### src/hw/fft_sample_pkg.sv
`default_nettype none

package fft_sample_pkg;

	// ------------------------------------------------------------------------
	// Sample widths
	// ------------------------------------------------------------------------
	parameter int SAMPLE_W = 16; // Input and output sample.
	parameter int WIDE_W = SAMPLE_W + 1; // One guard bit for a+b and a-b.

	typedef logic signed [SAMPLE_W-1:0] sample_t;
	typedef logic signed [WIDE_W-1:0] wide_t;

	// ------------------------------------------------------------------------
	// Clamp limits
	// ------------------------------------------------------------------------
	// Largest and smallest values that fit a sample, held at the wide width
	// so the clamp compares like with like.
	parameter wide_t SAT_MAX = wide_t'((1 <<< (SAMPLE_W - 1)) - 1);
	parameter wide_t SAT_MIN = wide_t'(-(1 <<< (SAMPLE_W - 1)));

	// Sign-extends a sample to the butterfly width.
	function automatic wide_t widen(input sample_t s);
		return {s[SAMPLE_W-1], s};
	endfunction

	// Clamps a wide result to the sample range.
	function automatic sample_t clamp(input wide_t v);
		wide_t lim;
		if (v > SAT_MAX) begin
			lim = SAT_MAX;
		end else if (v < SAT_MIN) begin
			lim = SAT_MIN;
		end else begin
			lim = v;
		end
		return lim[SAMPLE_W-1:0]; // In range now, top bit is redundant.
	endfunction

endpackage

`default_nettype wire

### src/hw/bf_pair_if.sv
`timescale 1ns/1ps
`default_nettype none

interface bf_pair_if;
	import fft_sample_pkg::*;

	// Widened butterfly results of one lane.
	wide_t sum_re; // a+b, real part.
	wide_t sum_im; // a+b, imaginary part.
	wide_t diff_re; // a-b, real part.
	wide_t diff_im; // a-b, imaginary part.

	// Butterfly side.
	modport src (
		output sum_re,
		output sum_im,
		output diff_re,
		output diff_im
	);

	// Clamp side.
	modport dst (
		input sum_re,
		input sum_im,
		input diff_re,
		input diff_im
	);

endinterface

`default_nettype wire

### src/hw/bf2_lane.sv
`timescale 1ns/1ps
`default_nettype none

module bf2_lane (
	input wire logic clk,
	input wire logic rstn,
	input wire logic en,

	input wire fft_sample_pkg::sample_t a_re,
	input wire fft_sample_pkg::sample_t a_im,
	input wire fft_sample_pkg::sample_t b_re,
	input wire fft_sample_pkg::sample_t b_im,

	bf_pair_if.src bf
);
	import fft_sample_pkg::*;

	wide_t a_re_w;
	wide_t a_im_w;
	wide_t b_re_w;
	wide_t b_im_w;

	wide_t sum_re_d;
	wide_t sum_im_d;
	wide_t diff_re_d;
	wide_t diff_im_d;

	// ------------------------------------------------------------------------
	// Radix-2 butterfly
	// ------------------------------------------------------------------------
	assign a_re_w = widen(a_re);
	assign a_im_w = widen(a_im);
	assign b_re_w = widen(b_re);
	assign b_im_w = widen(b_im);

	// The guard bit covers the full 16-bit range, so no overflow here.
	assign sum_re_d = a_re_w + b_re_w;
	assign sum_im_d = a_im_w + b_im_w;
	assign diff_re_d = a_re_w - b_re_w;
	assign diff_im_d = a_im_w - b_im_w;

	always_ff @(posedge clk or negedge rstn) begin
		if (!rstn) begin
			bf.sum_re <= '0;
			bf.sum_im <= '0;
			bf.diff_re <= '0;
			bf.diff_im <= '0;
		end else if (en) begin
			bf.sum_re <= sum_re_d;
			bf.sum_im <= sum_im_d;
			bf.diff_re <= diff_re_d;
			bf.diff_im <= diff_im_d;
		end
	end

endmodule

`default_nettype wire

### src/flat_wrapper.sv
// flat-port wrapper written by rule: the top's interface ports become plain ports
module bf2_lane_flat import fft_sample_pkg::*;
  (clk, rstn, en, a_re, a_im, b_re, b_im, bf_sum_re, bf_sum_im, bf_diff_re, bf_diff_im);
  bf_pair_if bf_i ();
  input wire logic clk;
  input wire logic rstn;
  input wire logic en;
  input wire fft_sample_pkg::sample_t a_re;
  input wire fft_sample_pkg::sample_t a_im;
  input wire fft_sample_pkg::sample_t b_re;
  input wire fft_sample_pkg::sample_t b_im;
  output wire logic [$bits(bf_i.sum_re)-1:0] bf_sum_re;
  output wire logic [$bits(bf_i.sum_im)-1:0] bf_sum_im;
  output wire logic [$bits(bf_i.diff_re)-1:0] bf_diff_re;
  output wire logic [$bits(bf_i.diff_im)-1:0] bf_diff_im;
  assign bf_sum_re = bf_i.sum_re;
  assign bf_sum_im = bf_i.sum_im;
  assign bf_diff_re = bf_i.diff_re;
  assign bf_diff_im = bf_i.diff_im;
  bf2_lane u_core (.clk(clk), .rstn(rstn), .en(en), .a_re(a_re), .a_im(a_im), .b_re(b_re), .b_im(b_im), .bf(bf_i));
endmodule
### config.mk
export PLATFORM = sky130hd
export DESIGN_NAME = bf2_lane_flat
export DESIGN_NICKNAME = d
export VERILOG_FILES = /design/src/hw/fft_sample_pkg.sv /design/src/hw/bf_pair_if.sv /design/src/hw/bf2_lane.sv /design/src/flat_wrapper.sv
export SDC_FILE = /design/constraint.sdc
export NUM_CORES = 1
export LEC_CHECK = 0
export BUFFER_PORTS_ARGS = -buffer_cell sky130_fd_sc_hd__buf_2
export CAP_MARGIN = 15
export CORE_MARGIN = 2
export CORE_UTILIZATION = 35
export CTS_CLUSTER_DIAMETER = 40
export DETAILED_ROUTE_END_ITERATION = 16
export GPL_ROUTABILITY_DRIVEN = 0
export GPL_TIMING_DRIVEN = 0
export PLACE_DENSITY = 0.63
export SYNTH_ARGS = -nofsm -noshare
export SYNTH_HDL_FRONTEND = slang
export SYNTH_SLANG_ARGS = --single-unit
### constraint.sdc
create_clock -name clk -period 0.9 [get_ports clk]
set_clock_uncertainty 0.05 [all_clocks]
set_input_delay 0.18 -clock clk [delete_from_list [all_inputs] [get_ports clk]]
set_output_delay 0.18 -clock clk [all_outputs]
set_load 0.05 [all_outputs]
==> results of run 1 <==
[cell usage in the layout, fill, tap and decap left out, types with 9 or more instances in the layout]
cell,count
inv_2,11
nand3_1,10
nand4_1,9
o21ai_2,11
buf_2,33
xnor2_1,28
buf_8,18
mux2_4,13
buf_6,114
ha_1,34
dfrtp_1,64
o21ai_0,14
o21ai_1,10
clkbuf_16,12
inv_1,30
a21oi_1,41
nand2_1,28
nor3_1,11
buf_4,108
nor2b_4,11
nor2_1,54
a21oi_2,12
ha_4,28
[Yosys cell counts, types with 18 or more instances]
cell / number / area, sq um
nor2_1: 68 / 255
dfrtp_1: 66 / 1650
nand2_1: 33 / 124
ha_1: 64 / 801
mux2_2: 18 / 203
inv_1: 59 / 221
nor2b_1: 18 / 113
clkbuf_1: 22 / 82.6
xnor2_1: 32 / 280
o21ai_0: 34 / 170
a21oi_1: 58 / 290
[registers in the layout, indices dropped and copies added (netlist names)]
signal,count
u_core.bf.diff_re,17
u_core.bf.diff_im,16
u_core.bf.sum_re,16
u_core.bf.sum_im,17
[where the power goes]
part,total (mW),leakage [nW],switching (mW),internal (mW)
combinational,9.81,3.69,5.37,4.43
clock,3.98,0.152,1.54,2.45
sequential,4.08,0.768,0.512,3.57
[metal layers]
metal	track usage	part of all wire	wire length [um]	up-vias
met1	0.304	0.43	9450	3068
li1	-	-	-	2982
met2	0.396	0.50	10900	210
met3	0.0579	0.056	1230	30
met4	0.0687	0.019	412	0
met5	0	0	0	-
[final cells by class]
type                            instances  area, sq um
Timing Repair Buffer                  272         2590
Clock buffer                            9          225
Sequential cell                        66         1650
Tap cell                              220          275
Clock inverter                          7          101
Buffer                                 26          288
Multi-Input combinational cell        520         5050
Fill cell                            1259         5860
Inverter                               60          360
[worst max path at each step]
stage	startpoint	endpoint	slack (ns)
detailed placement	b_im[8]	u_core.bf.sum_im[14]	-1.45
global route	a_re[0]	u_core.bf.diff_re[8]	-0.96
global placement	b_im[8]	u_core.bf.sum_im[14]	-1.44
finish	a_re[0]	u_core.bf.sum_re[14]	-0.91
floorplan	a_im[0]	u_core.bf.sum_im[10]	-1.09
CTS	a_re[0]	u_core.bf.diff_re[8]	-0.88
[critical path: stages]
cell,delay [ns]
buf_12,0.09
ha_4,0.13
fa_2,0.21
nor2b_4,0.18
o21ai_2,0.09
o211a_1,0.17
or4_4,0.52
and4b_1,0.20
a211o_1,0.22
[through the flow]
stage          worst slack [ns]  hold WS, ns  TNS (ns)
2_1_floorplan             -1.09       -0.166    -41.99
3_3_place_gp              -1.44        0.422   -124.06
3_5_place_dp              -1.45      0.00681    -65.73
4_1_cts                  -0.876       0.0639    -50.98
5_1_grt                  -0.958       0.0775    -57.63
6_report                 -0.915       0.0691    -53.12
[repair_timing]
item                       in CTS  in global routing
hold buffers                    1                  0
resized for setup             326                 91
pin swaps                     111                 84
hold endpoints to repair       66                  0
setup buffers                  92                 48
setup endpoints to repair     134                184
gates cloned                    0                  1
[logic make-up after synthesis]
family                     count (synthesis)  share of synthesized area
buffers and inverters                    100                     0.0719
muxes                                     23                     0.0446
xor gates and xnor gates                  36                     0.0543
AOI/OAI and AO/OA                        194                      0.223
DFF                                       66                      0.284
and+or+nand+nor                          199                      0.170
adders and majority gates                 68                      0.152
==> metrics.yaml, run 1 <==
status: "complete, but fails checks"
failed_checks: "setup timing"
detail_route.wl_per_cell_um: 18.7
drt_wl_total_um: 22000
final-hold-violation-count: 0
die_y_um: 133
period_share: 2.02
cp-end-kind: "flip-flop"
r2r-end: "u_core.bf.diff_im[14]"
maxCapViolCount: 0
hold_class: "input pin to flip-flop"
die_area_sq_um: 17600
leakagePower_nw: 4.61
synth_enable_flop_cells: 0
clkLatencyLatePin_ns: 0.35
cts_root_buf: "clkbuf_16"
rows: 47
regToRegSetupSlack_ns: -0.23
powerDensity_nw_per_um2: 1690
antenna_found_initial: 0
hold_end: "u_core.bf.diff_re[0]"
grt_pass1_wl_um: 32900
drv_slew: 0
cts_tree: "built"
placedInstanceArea_sq_um: 7730
tightestPinTransition_ns: 0.624
final_util: 0.643
setup_ws_ns: -0.915
track_usage: 0.237
areaGrowthSynthToFinish_pct: 81.6
coreArea_sq_um: 16400
finalNetCount: 1090
layout-drive-gt1-share: 0.553
syn-cell-area_sq_um: 5810
yosys_warnings: 0
drt_iter0_drc: 397
n_antenna_cell: 0
design_area_sq_um: 10500
drcViolationCount: 0
fmax_mhz: 551
reg2reg_from: "u_core.bf.diff_im[14]"
path_class: "input pin to flip-flop"
worst_ep_arrival_time_ns: 1.99
vias: 6290
ir_worst_vdd_v: 0.00138
p_total_mw: 17.9
placed_cells: 1040
syn_inst: 686
cts_max_level: 3
hold_path_depth: 3
final_cell_count_no_fill: 1180
finalCriticalPeriod_ns: 1.81
ys_ff_latch: 66
ys_seq_area_frac: 0.284
synthFlopType: "dfrtp_1"
grt_pass1_vias: 6211
cts_max_path_buffers: 2
die_x_um: 133
io_pins: 135
dp_hpwl_um: 14200
syn_area_per_cell_sq_um: 8.47
yosysUniqueCellTypes: 68
avgViaCountPerCell: 5.33
start_kind: "input pin"
start_util: 0.354
first_pass_iters: 5
clkSinkCount: 66
globalRouteOverflowTotal: 0
grt_max_degree: 55
rsz0062_at_grt: "yes"
worstHoldStart: "b_re[0]"
setup_viol: 131
path_clk_slew_ns: 0.06
cts_buffers: 9
cp_max_fo: 2
ff2ff_path_depth: 3
relSlewSlack: 0.584
io_buffers: 133
postSynth.asyncResetShare: 1.00
ant_nets: 0
synth_nets: 821
crit_required_ns: 1.08
Note: power is estimated with default switching activity, not from simulation.
==> run 2, diff against run 1 <==
--- a/config.mk
+++ b/config.mk
@@ -13,7 +13,7 @@
 export DETAILED_ROUTE_END_ITERATION = 16
 export GPL_ROUTABILITY_DRIVEN = 0
 export GPL_TIMING_DRIVEN = 0
-export PLACE_DENSITY = 0.63
+export PLACE_DENSITY = 0.61
 export SYNTH_ARGS = -nofsm -noshare
 export SYNTH_HDL_FRONTEND = slang
 export SYNTH_SLANG_ARGS = --single-unit
==> constraint.sdc (replaced) <==
create_clock -name clk -period 2 [get_ports clk]
set_clock_uncertainty 0.05 [all_clocks]
set_input_delay 0.4 -clock clk [delete_from_list [all_inputs] [get_ports clk]]
set_output_delay 0.4 -clock clk [all_outputs]
set_load 0.05 [all_outputs]
==> run 2 against run 1 <==
The flow still finishes with violations (setup timing). Total power shrank 63%. Final area shrank 22%. Worst setup slack gained 0.90 ns. Die area is the same. Register-to-register slack gained 1.2 ns. Sequential share of layout area grew 4.3 points. Via count shrank 8.8%. Utilization shrank 14 points. First-iteration DRC count shrank 3.3%. Non-clock buffer count shrank 90. Combinational power shrank 67%. Largest cell class unchanged.
==> metrics.yaml, run 2 (synthesized netlist as in run 1, its figures left out) <==
status: "complete, but fails checks"
failed_checks: "setup timing"
cp_max_fo: 3
period_share: 1.01
die_area_sq_um: 17600
placedInstanceArea_sq_um: 7220
grt_max_degree: 38
cts_max_path_buffers: 2
areaGrowthSynthToFinish_pct: 42.0
worst_ep_arrival_time_ns: 2.20
pre_cts_slack_ns: -0.743
powerDensity_nw_per_um2: 803
ff2ff_path_depth: 3
die_y_um: 133
cp-end-kind: "flip-flop"
die_x_um: 133
first_pass_iters: 5
hold_class: "input pin to flip-flop"
rows: 47
regToRegSetupSlack_ns: 0.94
design_area_sq_um: 8250
vias: 5737
globalRouteOverflowTotal: 0
path_class: "input pin to flip-flop"
track_usage: 0.210
rsz0062_at_grt: "yes"
setup_ws_ns: -0.0178
reg2reg_from: "u_core.bf.diff_im[14]"
maxCapViolCount: 0
antenna_found_initial: 0
detail_route.wl_per_cell_um: 17.0
grt_pass1_wl_um: 29000
critPathCapture: "u_core.bf.sum_re[14]"
coreArea_sq_um: 16400
dp_hpwl_um: 13900
path_clk_slew_ns: 0.06
drt_wl_total_um: 18500
relSlewSlack: 0.361
final_util: 0.503
avgViaCountPerCell: 5.26
cts_tree: "built"
placed_cells: 1040
cts_root_buf: "clkbuf_16"
finalCriticalPeriod_ns: 2.02
clkSinkCount: 66
layout-drive-gt1-share: 0.392
io_buffers: 133
drv_slew: 0
start_util: 0.354
final-hold-violation-count: 0
final_cell_count_no_fill: 1090
leakagePower_nw: 3.67
grt_pass1_vias: 5409
layout_common_cells: "buf_2, dfrtp_1, nor2_1, a21oi_1, buf_4"
r2r-end: "u_core.bf.diff_im[14]"
start_kind: "input pin"
tightestPinTransition_ns: 0.959
cts_buffers: 9
holdWs_ns: 0.328
reg_top3: "u_core.bf.diff_re x17, u_core.bf.sum_im x17"
tns_ns: -0.0358
ant_nets: 0
ir_worst_vdd_v: 0.000454
drcViolationCount: 0
drt_iter0_drc: 384
clkLatencyLatePin_ns: 0.34
cts_max_level: 3
fill_cells: 1563
cp-startpoint: "b_re[9]"
crit_required_ns: 2.18
setup_viol: 3
n_antenna_cell: 0
fmax_mhz: 496
io_pins: 135
finalNetCount: 1000
p_total_mw: 6.62
layout_commonest_cell: "buf_2"
## run 2: cell count changes in the layout (fill, tap and decap cells not counted), sizes merged
cell and delta:
inv -1, buf -90, clkinvlp -1, bufinv -1, clkbuf +3
## run 2: what timing repair did
item / CTS / global route
pin swaps: 31 / 38
hold endpoints to repair: 29 / 0
hold buffers: 1 / 0
setup endpoints to repair: 47 / 31
resized for setup: 48 / 77
setup buffers: 18 / 27
## run 2: area by class of cell
cell class                      instances  area [sq um]  share of cell area
Sequential cell                        66          1650               0.200
Clock inverter                          4          51.3             0.00622
Clock buffer                           12           246              0.0299
Tap cell                              220           275              0.0334
Multi-Input combinational cell        520          4400               0.533
Buffer                                 28           171              0.0208
Inverter                               60           285              0.0346
Timing Repair Buffer                  180          1170               0.142
## run 2: how the worst min path moves through the flow
stage,start,to,slack [ns],cells past startpoint
after floorplan,rstn,u_core.bf.diff_im[10],0.05,0
after global placement,u_core.bf.diff_re[6],u_core.bf.diff_re[6],0.41,2
after detailed placement,rstn,u_core.bf.diff_im[3],0.32,1
after CTS,b_re[0],u_core.bf.diff_re[0],0.31,3
after global routing,b_re[0],u_core.bf.diff_re[0],0.35,3
final,b_re[0],u_core.bf.diff_re[0],0.33,3
## run 2: critical path, stage by stage
cell and delay (ns):
buf_6 0.10, inv_12 0.03, ha_4 0.23, nor4_4 0.32, nand2_1 0.12, or4_4 0.56, and4b_1 0.22, a211o_1 0.22
## run 2: layer usage
layer | GRT usage | routed length [um] | vias up
li1 | - | - | 2787
met1 | 0.283 | 8240 | 2736
met2 | 0.347 | 8940 | 182
met3 | 0.0276 | 895 | 32
met4 | 0.0765 | 453 | 0
met5 | 0 | 0 | -
## run 2: power breakdown
part	internal, mW	switching (mW)	total (mW)
clock	1.00	0.627	1.63
sequential	1.60	0.151	1.75
combinational	1.12	2.12	3.24
