$ cat src/hw/fft_sample_pkg.sv
`default_nettype none

package fft_sample_pkg;

	// ------------------------------------------------------------------------
	// Sample widths
	// ------------------------------------------------------------------------
	parameter int SAMPLE_W = 16; // Input and output sample.
	parameter int WIDE_W = SAMPLE_W + 1; // One guard bit for a+b and a-b.

	typedef logic signed [SAMPLE_W-1:0] sample_t;
	typedef logic signed [WIDE_W-1:0] wide_t;

	// ------------------------------------------------------------------------
	// Clamp limits
	// ------------------------------------------------------------------------
	// Largest and smallest values that fit a sample, held at the wide width
	// so the clamp compares like with like.
	parameter wide_t SAT_MAX = wide_t'((1 <<< (SAMPLE_W - 1)) - 1);
	parameter wide_t SAT_MIN = wide_t'(-(1 <<< (SAMPLE_W - 1)));

	// Sign-extends a sample to the butterfly width.
	function automatic wide_t widen(input sample_t s);
		return {s[SAMPLE_W-1], s};
	endfunction

	// Clamps a wide result to the sample range.
	function automatic sample_t clamp(input wide_t v);
		wide_t lim;
		if (v > SAT_MAX) begin
			lim = SAT_MAX;
		end else if (v < SAT_MIN) begin
			lim = SAT_MIN;
		end else begin
			lim = v;
		end
		return lim[SAMPLE_W-1:0]; // In range now, top bit is redundant.
	endfunction

endpackage

`default_nettype wire

$ cat src/hw/bf_pair_if.sv
`timescale 1ns/1ps
`default_nettype none

interface bf_pair_if;
	import fft_sample_pkg::*;

	// Widened butterfly results of one lane.
	wide_t sum_re; // a+b, real part.
	wide_t sum_im; // a+b, imaginary part.
	wide_t diff_re; // a-b, real part.
	wide_t diff_im; // a-b, imaginary part.

	// Butterfly side.
	modport src (
		output sum_re,
		output sum_im,
		output diff_re,
		output diff_im
	);

	// Clamp side.
	modport dst (
		input sum_re,
		input sum_im,
		input diff_re,
		input diff_im
	);

endinterface

`default_nettype wire

$ cat src/hw/sat_lane.sv
`timescale 1ns/1ps
`default_nettype none

module sat_lane (
	input wire logic clk,
	input wire logic rstn,
	input wire logic en,

	bf_pair_if.dst bf,

	output fft_sample_pkg::sample_t sum_re,
	output fft_sample_pkg::sample_t sum_im,
	output fft_sample_pkg::sample_t diff_re,
	output fft_sample_pkg::sample_t diff_im
);
	import fft_sample_pkg::*;

	sample_t sum_re_c;
	sample_t sum_im_c;
	sample_t diff_re_c;
	sample_t diff_im_c;

	// ------------------------------------------------------------------------
	// Clamp to 16 bits
	// ------------------------------------------------------------------------
	// Each part saturates on its own.
	assign sum_re_c = clamp(bf.sum_re);
	assign sum_im_c = clamp(bf.sum_im);
	assign diff_re_c = clamp(bf.diff_re);
	assign diff_im_c = clamp(bf.diff_im);

	always_ff @(posedge clk or negedge rstn) begin
		if (!rstn) begin
			sum_re <= '0;
			sum_im <= '0;
			diff_re <= '0;
			diff_im <= '0;
		end else if (en) begin
			sum_re <= sum_re_c;
			sum_im <= sum_im_c;
			diff_re <= diff_re_c;
			diff_im <= diff_im_c;
		end
	end

	// Results stay put until the next capture.

endmodule

`default_nettype wire

$ cat src/flat_wrapper.sv
// flat-port wrapper written by rule: the top's interface ports become plain ports
module sat_lane_flat import fft_sample_pkg::*;
  (clk, rstn, en, sum_re, sum_im, diff_re, diff_im, bf_sum_re, bf_sum_im, bf_diff_re, bf_diff_im);
  bf_pair_if bf_i ();
  input wire logic clk;
  input wire logic rstn;
  input wire logic en;
  output fft_sample_pkg::sample_t sum_re;
  output fft_sample_pkg::sample_t sum_im;
  output fft_sample_pkg::sample_t diff_re;
  output fft_sample_pkg::sample_t diff_im;
  input wire logic [$bits(bf_i.sum_re)-1:0] bf_sum_re;
  input wire logic [$bits(bf_i.sum_im)-1:0] bf_sum_im;
  input wire logic [$bits(bf_i.diff_re)-1:0] bf_diff_re;
  input wire logic [$bits(bf_i.diff_im)-1:0] bf_diff_im;
  assign bf_i.sum_re = bf_sum_re;
  assign bf_i.sum_im = bf_sum_im;
  assign bf_i.diff_re = bf_diff_re;
  assign bf_i.diff_im = bf_diff_im;
  sat_lane u_core (.clk(clk), .rstn(rstn), .en(en), .bf(bf_i), .sum_re(sum_re), .sum_im(sum_im), .diff_re(diff_re), .diff_im(diff_im));
endmodule
$ cat config.mk
export PLATFORM = sky130hd
export DESIGN_NAME = sat_lane_flat
export DESIGN_NICKNAME = d
export VERILOG_FILES = /design/src/hw/fft_sample_pkg.sv /design/src/hw/bf_pair_if.sv /design/src/hw/sat_lane.sv /design/src/flat_wrapper.sv
export SDC_FILE = /design/constraint.sdc
export NUM_CORES = 1
export LEC_CHECK = 0
export BUFFER_PORTS_ARGS = -buffer_cell sky130_fd_sc_hd__buf_2
export CELL_PAD_IN_SITES_DETAIL_PLACEMENT = 0
export CELL_PAD_IN_SITES_GLOBAL_PLACEMENT = 1
export CORE_ASPECT_RATIO = 0.5
export CORE_UTILIZATION = 36
export CTS_CLUSTER_DIAMETER = 30
export CTS_CLUSTER_SIZE = 10
export DETAILED_ROUTE_END_ITERATION = 10
export GPL_TIMING_DRIVEN = 0
export HOLD_SLACK_MARGIN = 0.15
export PLACE_DENSITY = 0.9
export SLEW_MARGIN = 20
export SYNTH_ARGS = -nofsm -noshare
export SYNTH_HDL_FRONTEND = slang
export SYNTH_SLANG_ARGS = --single-unit
$ cat constraint.sdc
create_clock -name clk -period 2.1 [get_ports clk]
set_input_delay 0.105 -clock clk [delete_from_list [all_inputs] [get_ports clk]]
set_output_delay 0.105 -clock clk [all_outputs]
set_load 0.01 [all_outputs]
==> out/qor.txt, run 1 <==
Crit path from -> bf_diff_im[16]
Io pins -> 135
Fmax -> 543 MHz
First-pass GRT wire length -> 14,800 µm
Min-Delay Path Class -> in2async
Die span in x -> 131 µm
Distinct cell type count after synthesis -> 15
Largest net degree at the start of global routing -> 52
Final slew viol count -> 0
Sequential power share -> 40.6%
Worst R2R Start -> u_core.sum_re[2]$_DFFE_PN0P_
Crit path max fanout -> 10
Register area share after synthesis -> 53.8%
TritonCTS clock tree -> yes
MaxCap Viol Count -> 0
Die extent in y -> 66.3 µm
CTS HTree Levels -> 3
Critical Path Sink Type -> flip-flop
Vias -> 3,143
Number of diodes -> 0
Drt total wl -> 9310 µm
CTS root buf -> clkbuf_16
Minimum clock period -> 1.84 ns
CTS Buffer Depth -> 2
Part of the cycle the worst path needs -> 87.6%
R2r worst-path depth -> 3
Power, Total -> 3.54 mW
Gp weighted congestion -> 0.786
Post-CTS setup repair buffer count -> 0
Clock power share -> 38.0%
Syn Nets -> 395
Mapped Avg Cell Area -> 9.19 µm²
TritonCTS buffer count -> 9
Worst Path Class, Setup -> in2reg
Port bufs -> 132
# DRC -> 0
Reg-to-reg setup timing slack -> 0.90 ns
Hold slack -> 0.196 ns
DP Wirelength -> 6000 µm
Initial Util -> 37.2%
Share of layout cells above drive strength 1 -> 29.9%
Final core utilization -> 60.0%
Die footprint -> 8670 µm²
Hold Violations, Final -> 0
All-layer global routing usage -> 22.4%
Syn. warnings -> 0
Critical path launch point type -> primary input
Antenna violations before repair -> 0
Cell Pwr Density -> 737 nW/µm²
Clk Latency, worst-skew pair -> 0.33 ns
WP data arrival -> 2.10 ns
Power share of the combinational group -> 21.4%
Reg clk slew, reported paths -> 0.05 ns
Vias in the first global route -> 3,045
Worst VDD drop -> 0.500 mV
Status -> finished, final reports clean
Remaining antenna violation count after routing -> 0
Filler instances -> 708
Mapped cell area -> 2980 µm²
Switching power -> 0.965 mW
1st-iter DRT viols -> 169
Clock Skew -> 0 ns
R2R Path End -> u_core.sum_re[2]$_DFFE_PN0P_
Wire per inst -> 14.1 µm
Switching Share -> 27.3%
Clock sinks -> 64
Seq cells post-synth -> 64
CP required -> 2.36 ns
DRT Pass-1 Iters -> 4
Total gr overflow -> 0
Core area -> 8000 µm²
Leakage Power -> 2.38 nW
# setup viols final -> 0
Cell internal pwr -> 2.57 mW
Worst slew pin tran -> 0.494 ns
Layout area overhead -> 61.2%
Rel. slew slack -> 67.1%
Post-DR vias/cell -> 4.78
Nets -> 612
Setup_tns -> 0 ns
Cell Rows -> 23
Syn Inst Count -> 324
RSZ-0062 raised after global routing -> no
timing repair:
| item | 4_1_cts | 5_1_grt |
|---|---|---|
| gates resized for setup | 0 | 0 |
| hold endpoints to repair | 126 | 0 |
| hold buffers | 73 | 0 |
worst max-delay path, stage by stage:
cell	delay (ns)
dlygate4sd3_1	0.54
buf_2	0.13
inv_1	0.07
clkbuf_1	0.40
a21oi_1	0.13
o22ai_1	0.16
dlygate4sd3_1	0.58
synth_stat cells:
cell type | instances | share of area [%]
a21boi_0 | 30 | 7.6
a21oi_1 | 16 | 2.7
clkbuf_1 | 12 | 1.5
o21ai_1 | 40 | 6.7
o21ai_0 | 6 | 1.0
dfrtp_1 | 64 | 54
o22ai_1 | 60 | 13
o21ai_2 | 1 | 0.29
inv_1 | 61 | 7.7
inv_2 | 1 | 0.13
nor2_1 | 14 | 1.8
buf_4 | 2 | 0.50
and2b_1 | 1 | 0.25
buf_2 | 12 | 2.0
mux2_2 | 4 | 1.5
stage by stage:
stage / cells / setup WS [ns] / cell area, µm²
2_1_floorplan: 324 / 1.33 / 2980
3_3_place_gp: 568 / 0.627 / 3780
3_5_place_dp: 569 / 0.990 / 3810
4_1_cts: 658 / 0.332 / 4800
5_1_grt: 658 / 0.170 / 4800
6_report: 658 / 0.260 / 4800
sequential cells by signal, indices dropped and copies added (netlist names):
register / cells
u_core.sum_re: 16
u_core.sum_im: 16
u_core.diff_im: 16
u_core.diff_re: 16
layout make-up:
class / count / area (µm²) / area share, %
Buffer: 26 / 120 / 2.50
Clock buffer: 16 / 262 / 5.45
Inverter: 62 / 233 / 4.85
Multi-Input combinational cell: 172 / 1020 / 21.3
Sequential cell: 64 / 1600 / 33.4
Tap cell: 112 / 140 / 2.92
Timing Repair Buffer: 206 / 1420 / 29.6
power by group through the flow:
stage / sequential, mW / clock, mW / combinational (mW)
global placement: 1.45 / 0 / 0.617
CTS: 1.44 / 1.36 / 0.755
floorplan: 1.52 / 0 / 0.252
finish: 1.44 / 1.34 / 0.758
global route: 1.45 / 1.40 / 0.837
detailed placement: 1.45 / 0 / 0.633
per-layer routing:
metal	wire length (µm)	GRT usage [%]	vias up	share of wire [%]
met5	0	0	-	0
met3	283	5.26	14	3.0
li1	-	-	1554	-
met2	4890	39.0	55	53
met1	3990	27.2	1520	43
met4	144	8.48	0	1.5
cell usage in the layout (no fill, tap or decap), types with 4 or more instances in the layout:
cell           instances
mux2_2                 4
nor2_1                14
dfrtp_1               64
o22ai_1               60
o21ai_0                6
inv_1                 61
buf_2                143
a21boi_0              30
o21ai_1               40
clkbuf_1              18
dlygate4sd3_1         73
a21oi_1               16
clkbuf_16              9
logic make-up after synthesis:
| logic type | after synthesis | synth area share [%] |
|---|---|---|
| mux | 4 | 1.51 |
| buf+inv | 88 | 11.8 |
| simple gates | 15 | 2.02 |
| compound gates | 153 | 30.9 |
| flops | 64 | 53.8 |
how the worst max path moves through the flow:
| stage | to | slack (ns) | cells after the start |
|---|---|---|---|
| detailed placement | u_core.sum_im[8]$_DFFE_PN0P_ | 0.99 | 4 |
| global placement | u_core.diff_re[6]$_DFFE_PN0P_ | 0.63 | 1 |
| CTS | u_core.diff_im[1]$_DFFE_PN0P_ | 0.33 | 7 |
| finish | u_core.diff_im[0]$_DFFE_PN0P_ | 0.26 | 7 |
| floorplan | u_core.diff_im[15]$_DFFE_PN0P_ | 1.33 | 1 |
| global route | u_core.diff_im[4]$_DFFE_PN0P_ | 0.17 | 7 |
Power figures use the tool's default switching activity.
==> inputs of run 2 (changes only) <==
- CORE_ASPECT_RATIO: 0.5 -> not set
- RECOVER_POWER: not set -> 50
==> out/qor.txt, run 2 (same netlist as run 1, synthesis figures left out) <==
Share of layout cells above drive strength 1 -> 27.5% (was 29.9%)
WP data arrival -> 2.00 ns (was 2.10 ns)
Clock Skew -> 0 ns (unchanged)
CP required -> 2.31 ns (was 2.36 ns)
Status -> finished, final reports clean (unchanged)
Final slew viol count -> 0 (unchanged)
Cell Rows -> 32 (was 23)
Vias in the first global route -> 3,167 (was 3,045)
Multi-input logic area -> 1020 µm² (unchanged)
CTS Buffer Depth -> 2 (unchanged)
# setup viols final -> 0 (unchanged)
Worst Path Class, Setup -> in2reg (unchanged)
TritonCTS clock tree -> yes (unchanged)
Gp weighted congestion -> 0.744 (was 0.786)
CTS-repair resized insts -> 0 (unchanged)
Initial Util -> 38.0% (was 37.2%)
All-layer global routing usage -> 21.0% (was 22.4%)
Reg-to-reg setup timing slack -> 0.89 ns (was 0.90 ns)
Worst slew pin tran -> 0.837 ns (was 0.494 ns)
Cell Pwr Density -> 739 nW/µm² (was 737 nW/µm²)
Port bufs -> 132 (unchanged)
Filler instances -> 684 (was 708)
Hold Violations, Final -> 0 (unchanged)
Worst Slack Setup Final -> 0.304 ns (was 0.260 ns)
RSZ-0062 raised after global routing -> no (unchanged)
MaxCap Viol Count -> 0 (unchanged)
CTS HTree Levels -> 3 (unchanged)
Leakage Power -> 2.32 nW (was 2.38 nW)
Vias -> 3,127 (was 3,143)
DP Wirelength -> 5780 µm (was 6000 µm)
Commonest non-fill, non-tap cells in the layout -> buf_2, dlygate4sd3_1, dfrtp_1, inv_1, o22ai_1 (unchanged)
First-pass GRT wire length -> 14,400 µm (was 14,800 µm)
Io pins -> 135 (unchanged)
Minimum clock period -> 1.80 ns (was 1.84 ns)
Die span in x -> 93.0 µm (was 131 µm)
Total gr overflow -> 0 (unchanged)
Layout area overhead -> 59.1% (was 61.2%)
Number of diodes -> 0 (unchanged)
Post-CTS Hold Fix Bufs -> 72 (was 73)
Die footprint -> 8640 µm² (was 8670 µm²)
Clock sinks -> 64 (unchanged)
Drt total wl -> 8860 µm (was 9310 µm)
# DRC -> 0 (unchanged)
Post-DR vias/cell -> 4.83 (was 4.78)
Remaining antenna violation count after routing -> 0 (unchanged)
Setup_tns -> 0 ns (unchanged)
Pre-CTS setup slack -> 0.987 ns (was 0.990 ns)
Critical path launch point type -> primary input (unchanged)
Critical Path Sink -> u_core.sum_re[3]$_DFFE_PN0P_ (was u_core.diff_im[0]$_DFFE_PN0P_)
Critical Path Sink Type -> flip-flop (unchanged)
CTS root buf -> clkbuf_8 (was clkbuf_16)
Reg clk slew, reported paths -> 0.08 ns (was 0.05 ns)
TritonCTS buffer count -> 9 (unchanged)
Core area -> 7850 µm² (was 8000 µm²)
1st-iter DRT viols -> 95 (was 169)
Ordered cell list for the critical path -> dlygate4sd3_1, clkbuf_1, and2b_1, buf_4, nor2_1, o22ai_1, dlygate4sd3_1 (was dlygate4sd3_1, buf_2, inv_1, clkbuf_1, a21oi_1, o22ai_1, dlygate4sd3_1)
Crit path top cell by count -> dlygate4sd3_1 (unchanged)
Clk Latency, worst-skew pair -> 0.33 ns (about the same)
Rel. slew slack -> 44.2% (was 67.1%)
Storage element area -> 1600 µm² (unchanged)
DRT Pass-1 Iters -> 4 (unchanged)
R2r worst-path depth -> 3 (unchanged)
Fmax -> 557 MHz (was 543 MHz)
Largest net degree at the start of global routing -> 34 (was 52)
Crit path max fanout -> 10 (unchanged)
Slowest stage cell, crit path -> dlygate4sd3_1 (unchanged)
Wire per inst -> 13.7 µm (was 14.1 µm)
Worst R2R Start -> u_core.diff_im[3]$_DFFE_PN0P_ (was u_core.sum_re[2]$_DFFE_PN0P_)
R2R Path End -> u_core.diff_im[3]$_DFFE_PN0P_ (was u_core.sum_re[2]$_DFFE_PN0P_)
Min-Delay Path Class -> in2reg (was in2async)
Crit path from -> bf_sum_re[16] (was bf_diff_im[16])
Antenna violations before repair -> 0 (unchanged)
Most common cell after layout, fill and taps aside -> buf_2 (unchanged)
Post-CTS setup repair buffer count -> 0 (unchanged)
Highest cell delay on the worst timing path -> 0.57 ns (was 0.58 ns)
Die extent in y -> 93.0 µm (was 66.3 µm)
Part of the cycle the worst path needs -> 85.5% (was 87.6%)
Worst VDD drop -> 0.431 mV (was 0.500 mV)
Nets -> 611 (was 612)
run 2: changes by cell type in the layout (fill, tap and decap cells not counted), moves of 3 or more:
cell / previous run / this run
buf_2: 143 / 124
bufinv_16: 0 / 3
clkbuf_1: 18 / 31
clkbuf_16: 9 / 0
clkbuf_8: 1 / 11
run 2: power breakdown:
part	switching, mW	leakage, nW	internal (mW)
logic	0.374	1.41	0.363
registers	0.0693	0.781	1.36
clock network	0.479	0.126	0.852
run 2: metrics by stage:
| stage | power [mW] | utilization (%) | instance area [µm²] | instances | hold slack, ns |
|---|---|---|---|---|---|
| floorplan | 1.77 | - | 2980 | 324 | -0.191 |
| global placement | 2.06 | 48.0 | 3770 | 558 | 0.355 |
| detailed placement | 2.08 | 48.3 | 3790 | 559 | 0.0786 |
| CTS | 3.55 | 60.7 | 4760 | 647 | 0.158 |
| global route | 3.69 | 60.4 | 4740 | 647 | 0.187 |
| finish | 3.50 | 60.4 | 4740 | 647 | 0.172 |
run 2: worst max-delay path, delay by kind of cell:
family / cells / cell delay [ns]
AND/OR/NAND/NOR: 2 / 0.35
buffers and inverters: 4 / 1.47
AO/OA/AOI/OAI: 1 / 0.08
run 2: area by class of cell:
class | count | share of cell area [%]
tap | 102 | 2.69
clock inverter | 5 | 2.17
timing repair buffer | 205 | 29.1
buffer | 26 | 2.53
inverter | 62 | 4.91
clock buffer | 11 | 3.20
multi-input combinational | 172 | 21.6
sequential | 64 | 33.8
run 2: how the worst min path moves through the flow:
stage | from | end | cells past startpoint
floorplan | rstn | u_core.diff_im[0]$_DFFE_PN0P_ | 0
global placement | bf_sum_re[9] | u_core.sum_re[9]$_DFFE_PN0P_ | 3
detailed placement | rstn | u_core.diff_im[5]$_DFFE_PN0P_ | 1
CTS | bf_diff_im[15] | u_core.diff_im[1]$_DFFE_PN0P_ | 3
global route | bf_diff_im[15] | u_core.diff_im[1]$_DFFE_PN0P_ | 3
finish | bf_diff_im[15] | u_core.diff_im[1]$_DFFE_PN0P_ | 3
run 2: routing by layer:
| layer | track usage [%] | wire length, µm | vias up |
|---|---|---|---|
| li1 | - | - | 1551 |
| met1 | 26.4 | 3990 | 1473 |
| met2 | 36.6 | 4410 | 96 |
| met3 | 3.74 | 391 | 7 |
| met4 | 6.54 | 77 | 0 |
| met5 | 0 | 0 | - |
==> inputs of run 3 (changes only) <==
- ABC_AREA: not set -> 1
- CAP_MARGIN: not set -> 20
- CORE_UTILIZATION: 36 -> 34
- RECOVER_POWER: 50 -> not set
==> out/qor.txt, run 3 <==
Die extent in y -> 89.0 µm (was 93.0 µm)
Io pins -> 135 (unchanged)
Remaining antenna violation count after routing -> 0 (unchanged)
Largest net degree at the start of global routing -> 34 (unchanged)
Minimum clock period -> 1.54 ns (was 1.80 ns)
Switching Share -> 26.7% (was 26.3%)
Vias in the first global route -> 2,600 (was 3,167)
Power, Total -> 3.17 mW (was 3.50 mW)
Crit path top cell by count -> dlygate4sd3_1 (unchanged)
M1 GR Usage -> 24.3% (was 26.4%)
Core area -> 7290 µm² (was 7850 µm²)
1st-iter DRT viols -> 76 (was 95)
Clock Skew -> 0 ns (unchanged)
Switching power -> 0.846 mW (was 0.922 mW)
Met2 Resource Use GR -> 33.3% (was 36.6%)
Cell Rows -> 31 (was 32)
Critical path launch point type -> primary input (unchanged)
Largest family of logic cells by synthesized area -> simple AND/OR/NAND/NOR gates (was compound AO/OA/AOI/OAI gates)
Antenna violations before repair -> 0 (unchanged)
Worst Path Class, Setup -> in2reg (unchanged)
Clock sinks -> 64 (unchanged)
Share of the synthesized area in the top cell type -> 62.2% (was 53.8%)
Vias -> 2,730 (was 3,127)
Final slew viol count -> 0 (unchanged)
Drt total wl -> 7770 µm (was 8860 µm)
Worst slew pin tran -> 0.512 ns (was 0.837 ns)
# setup viols final -> 0 (unchanged)
Total gr overflow -> 0 (unchanged)
Pre-CTS setup slack -> 0.991 ns (was 0.987 ns)
WP data arrival -> 1.74 ns (was 2.00 ns)
Synth cell count leaders -> nand2_1, dfrtp_1, a21oi_1, nor2_1, buf_2 (was dfrtp_1, inv_1, o22ai_1)
Gp weighted congestion -> 0.707 (was 0.744)
GR Layer Usage met3 -> 5.54% (was 3.74%)
Post-synthesis async set-or-reset flop share -> 100% (unchanged)
Fmax -> 649 MHz (was 557 MHz)
Slowest stage cell, crit path -> dlygate4sd3_1 (unchanged)
GR peak layer -> met2 (unchanged)
Register area share after synthesis -> 62.2% (was 53.8%)
Worst VDD drop -> 0.377 mV (was 0.431 mV)
Clk Latency, worst-skew pair -> 0.32 ns (was 0.33 ns)
Status -> finished, final reports clean (unchanged)
Min-Delay Path Class -> in2async (was in2reg)
MaxCap Viol Count -> 0 (unchanged)
Mapped Avg Cell Area -> 9.04 µm² (was 9.19 µm²)
Nets -> 586 (was 611)
Most common cell after layout, fill and taps aside -> buf_2 (unchanged)
Highest cell delay on the worst timing path -> 0.58 ns (was 0.57 ns)
CTS HTree Levels -> 3 (unchanged)
Power share of the combinational group -> 21.6% (was 21.1%)
Final core utilization -> 60.9% (was 60.4%)
Die footprint -> 7930 µm² (was 8640 µm²)
Seq cells post-synth -> 64 (unchanged)
Number of flops mapped to enable cells by yosys -> 0 (unchanged)
Post-Synth Simple-Gate Area -> 18.6% (was 2.02%)
Mux contribution to synthesized area -> 0% (was 1.51%)
Cell Pwr Density -> 715 nW/µm² (was 739 nW/µm²)
Critical Path Sink Type -> flip-flop (unchanged)
Syn. warnings -> 0 (unchanged)
Cell internal pwr -> 2.33 mW (was 2.58 mW)
Wire per inst -> 12.6 µm (was 13.7 µm)
CTS-repair resized insts -> 0 (unchanged)
Distinct cell type count after synthesis -> 13 (was 15)
TritonCTS clock tree -> yes (unchanged)
Clock power share -> 33.2% (was 38.0%)
Mapped cell area -> 2580 µm² (was 2980 µm²)
CP required -> 2.30 ns (was 2.31 ns)
Setup_tns -> 0 ns (unchanged)
First-pass GRT wire length -> 11,800 µm (was 14,400 µm)
Rel. slew slack -> 65.9% (was 44.2%)
Post-CTS setup repair buffer count -> 0 (unchanged)
CTS Buffer Depth -> 2 (unchanged)
XOR/XNOR Fraction of Synth Area -> 0% (unchanged)
Syn Inst Count -> 285 (was 324)
CTS root buf -> clkbuf_8 (unchanged)
Part of the cycle the worst path needs -> 73.4% (was 85.5%)
TritonCTS buffer count -> 9 (unchanged)
Synth area leaders -> dfrtp_1, a21oi_1, nand2_1 (was dfrtp_1, o22ai_1, inv_1)
Number of diodes -> 0 (unchanged)
Syn Nets -> 356 (was 395)
Initial Util -> 35.3% (was 38.0%)
Largest area contributor in the netlist -> dfrtp_1 (unchanged)
Sequential power share -> 45.2% (was 40.9%)
DRT Pass-1 Iters -> 4 (unchanged)
RSZ-0062 raised after global routing -> no (unchanged)
Worst Slack Setup Final -> 0.558 ns (was 0.304 ns)
Ordered cell list for the critical path -> dlygate4sd3_1, buf_2, inv_1, a21oi_2, a21oi_1, dlygate4sd3_1 (was dlygate4sd3_1, clkbuf_1, and2b_1, buf_4, nor2_1, o22ai_1, dlygate4sd3_1)
Count leader, synth -> nand2_1 (was dfrtp_1)
Fin cells -> 619 (was 647)
Top FF cell, synth -> dfrtp_1 (unchanged)
Leakage Power -> 2.19 nW (was 2.32 nW)
Commonest non-fill, non-tap cells in the layout -> buf_2, dlygate4sd3_1, nand2_1, dfrtp_1 (was buf_2, dlygate4sd3_1, dfrtp_1, inv_1, o22ai_1)
Hold Violations, Final -> 0 (unchanged)
Synth Area in Adders -> 0% (unchanged)
Post-CTS Hold Fix Bufs -> 85 (was 72)
Share of layout cells above drive strength 1 -> 31.9% (was 27.5%)
Post-DR vias/cell -> 4.41 (was 4.83)
Crit path max fanout -> 6 (was 10)
Synth Area in Compound Gates -> 14.4% (was 30.9%)
Cells after DPL -> 518 (was 559)
Die span in x -> 89.0 µm (was 93.0 µm)
All-layer global routing usage -> 19.7% (was 21.0%)
Layout area overhead -> 72.3% (was 59.1%)
Reg clk slew, reported paths -> 0.07 ns (was 0.08 ns)
Port bufs -> 133 (was 132)
# DRC -> 0 (unchanged)
DP Wirelength -> 4780 µm (was 5780 µm)
## run 3: path summary, 6_finish.rpt
path,start,to,slack (ns),depth (start not counted)
hold reg to reg,u_core.sum_re[15]$_DFFE_PN0P_,u_core.sum_re[15]$_DFFE_PN0P_,0.49,2
max in group asynchronous,rstn,u_core.sum_im[8]$_DFFE_PN0P_,1.34,3
setup / recovery,bf_diff_im[16],u_core.diff_im[3]$_DFFE_PN0P_,0.56,6
hold / removal,rstn,u_core.diff_im[0]$_DFFE_PN0P_,0.25,2
setup reg to reg,u_core.sum_re[2]$_DFFE_PN0P_,u_core.sum_re[2]$_DFFE_PN0P_,0.86,3
min in group clk,en,u_core.sum_re[15]$_DFFE_PN0P_,0.29,5
## run 3: critical path: cells and delay by family
family / cells / cell delay [ns]
AO/OA/AOI/OAI: 2 / 0.38
buffers and inverters: 4 / 1.26
## run 3: logic make-up after synthesis
group           after synthesis
simple gates                128
compound gates               68
buf+inv                      25
flops                        64
## run 3: stage by stage
step / cell area [µm²] / hold WS (ns)
6_report: 4440 / 0.249
5_1_grt: 4440 / 0.292
4_1_cts: 4440 / 0.248
3_5_place_dp: 3390 / 0.0719
3_3_place_gp: 3370 / 0.353
2_1_floorplan: 2580 / -0.191
## run 3: power by group through the flow
stage	Clock (mW)	Sequential, mW	Combinational, mW
after floorplan	0	1.52	0.187
after global placement	0	1.45	0.519
after detailed placement	0	1.45	0.533
after CTS	1.10	1.43	0.683
after global routing	1.15	1.45	0.761
final	1.05	1.43	0.686
## run 3: routing by layer
layer,part of all wire [%],routed length [µm]
met1,44,3390
met2,49,3830
met3,5.9,459
met4,1.1,87
met5,0,0
## run 3: layout make-up
class	count	area, µm²
clock inverter	3	40.0
tap	99	124
timing repair buffer	219	1540
clock buffer	13	159
buffer	16	90.1
inverter	9	33.8
fill	648	2850
sequential	64	1600
multi-input combinational	196	851
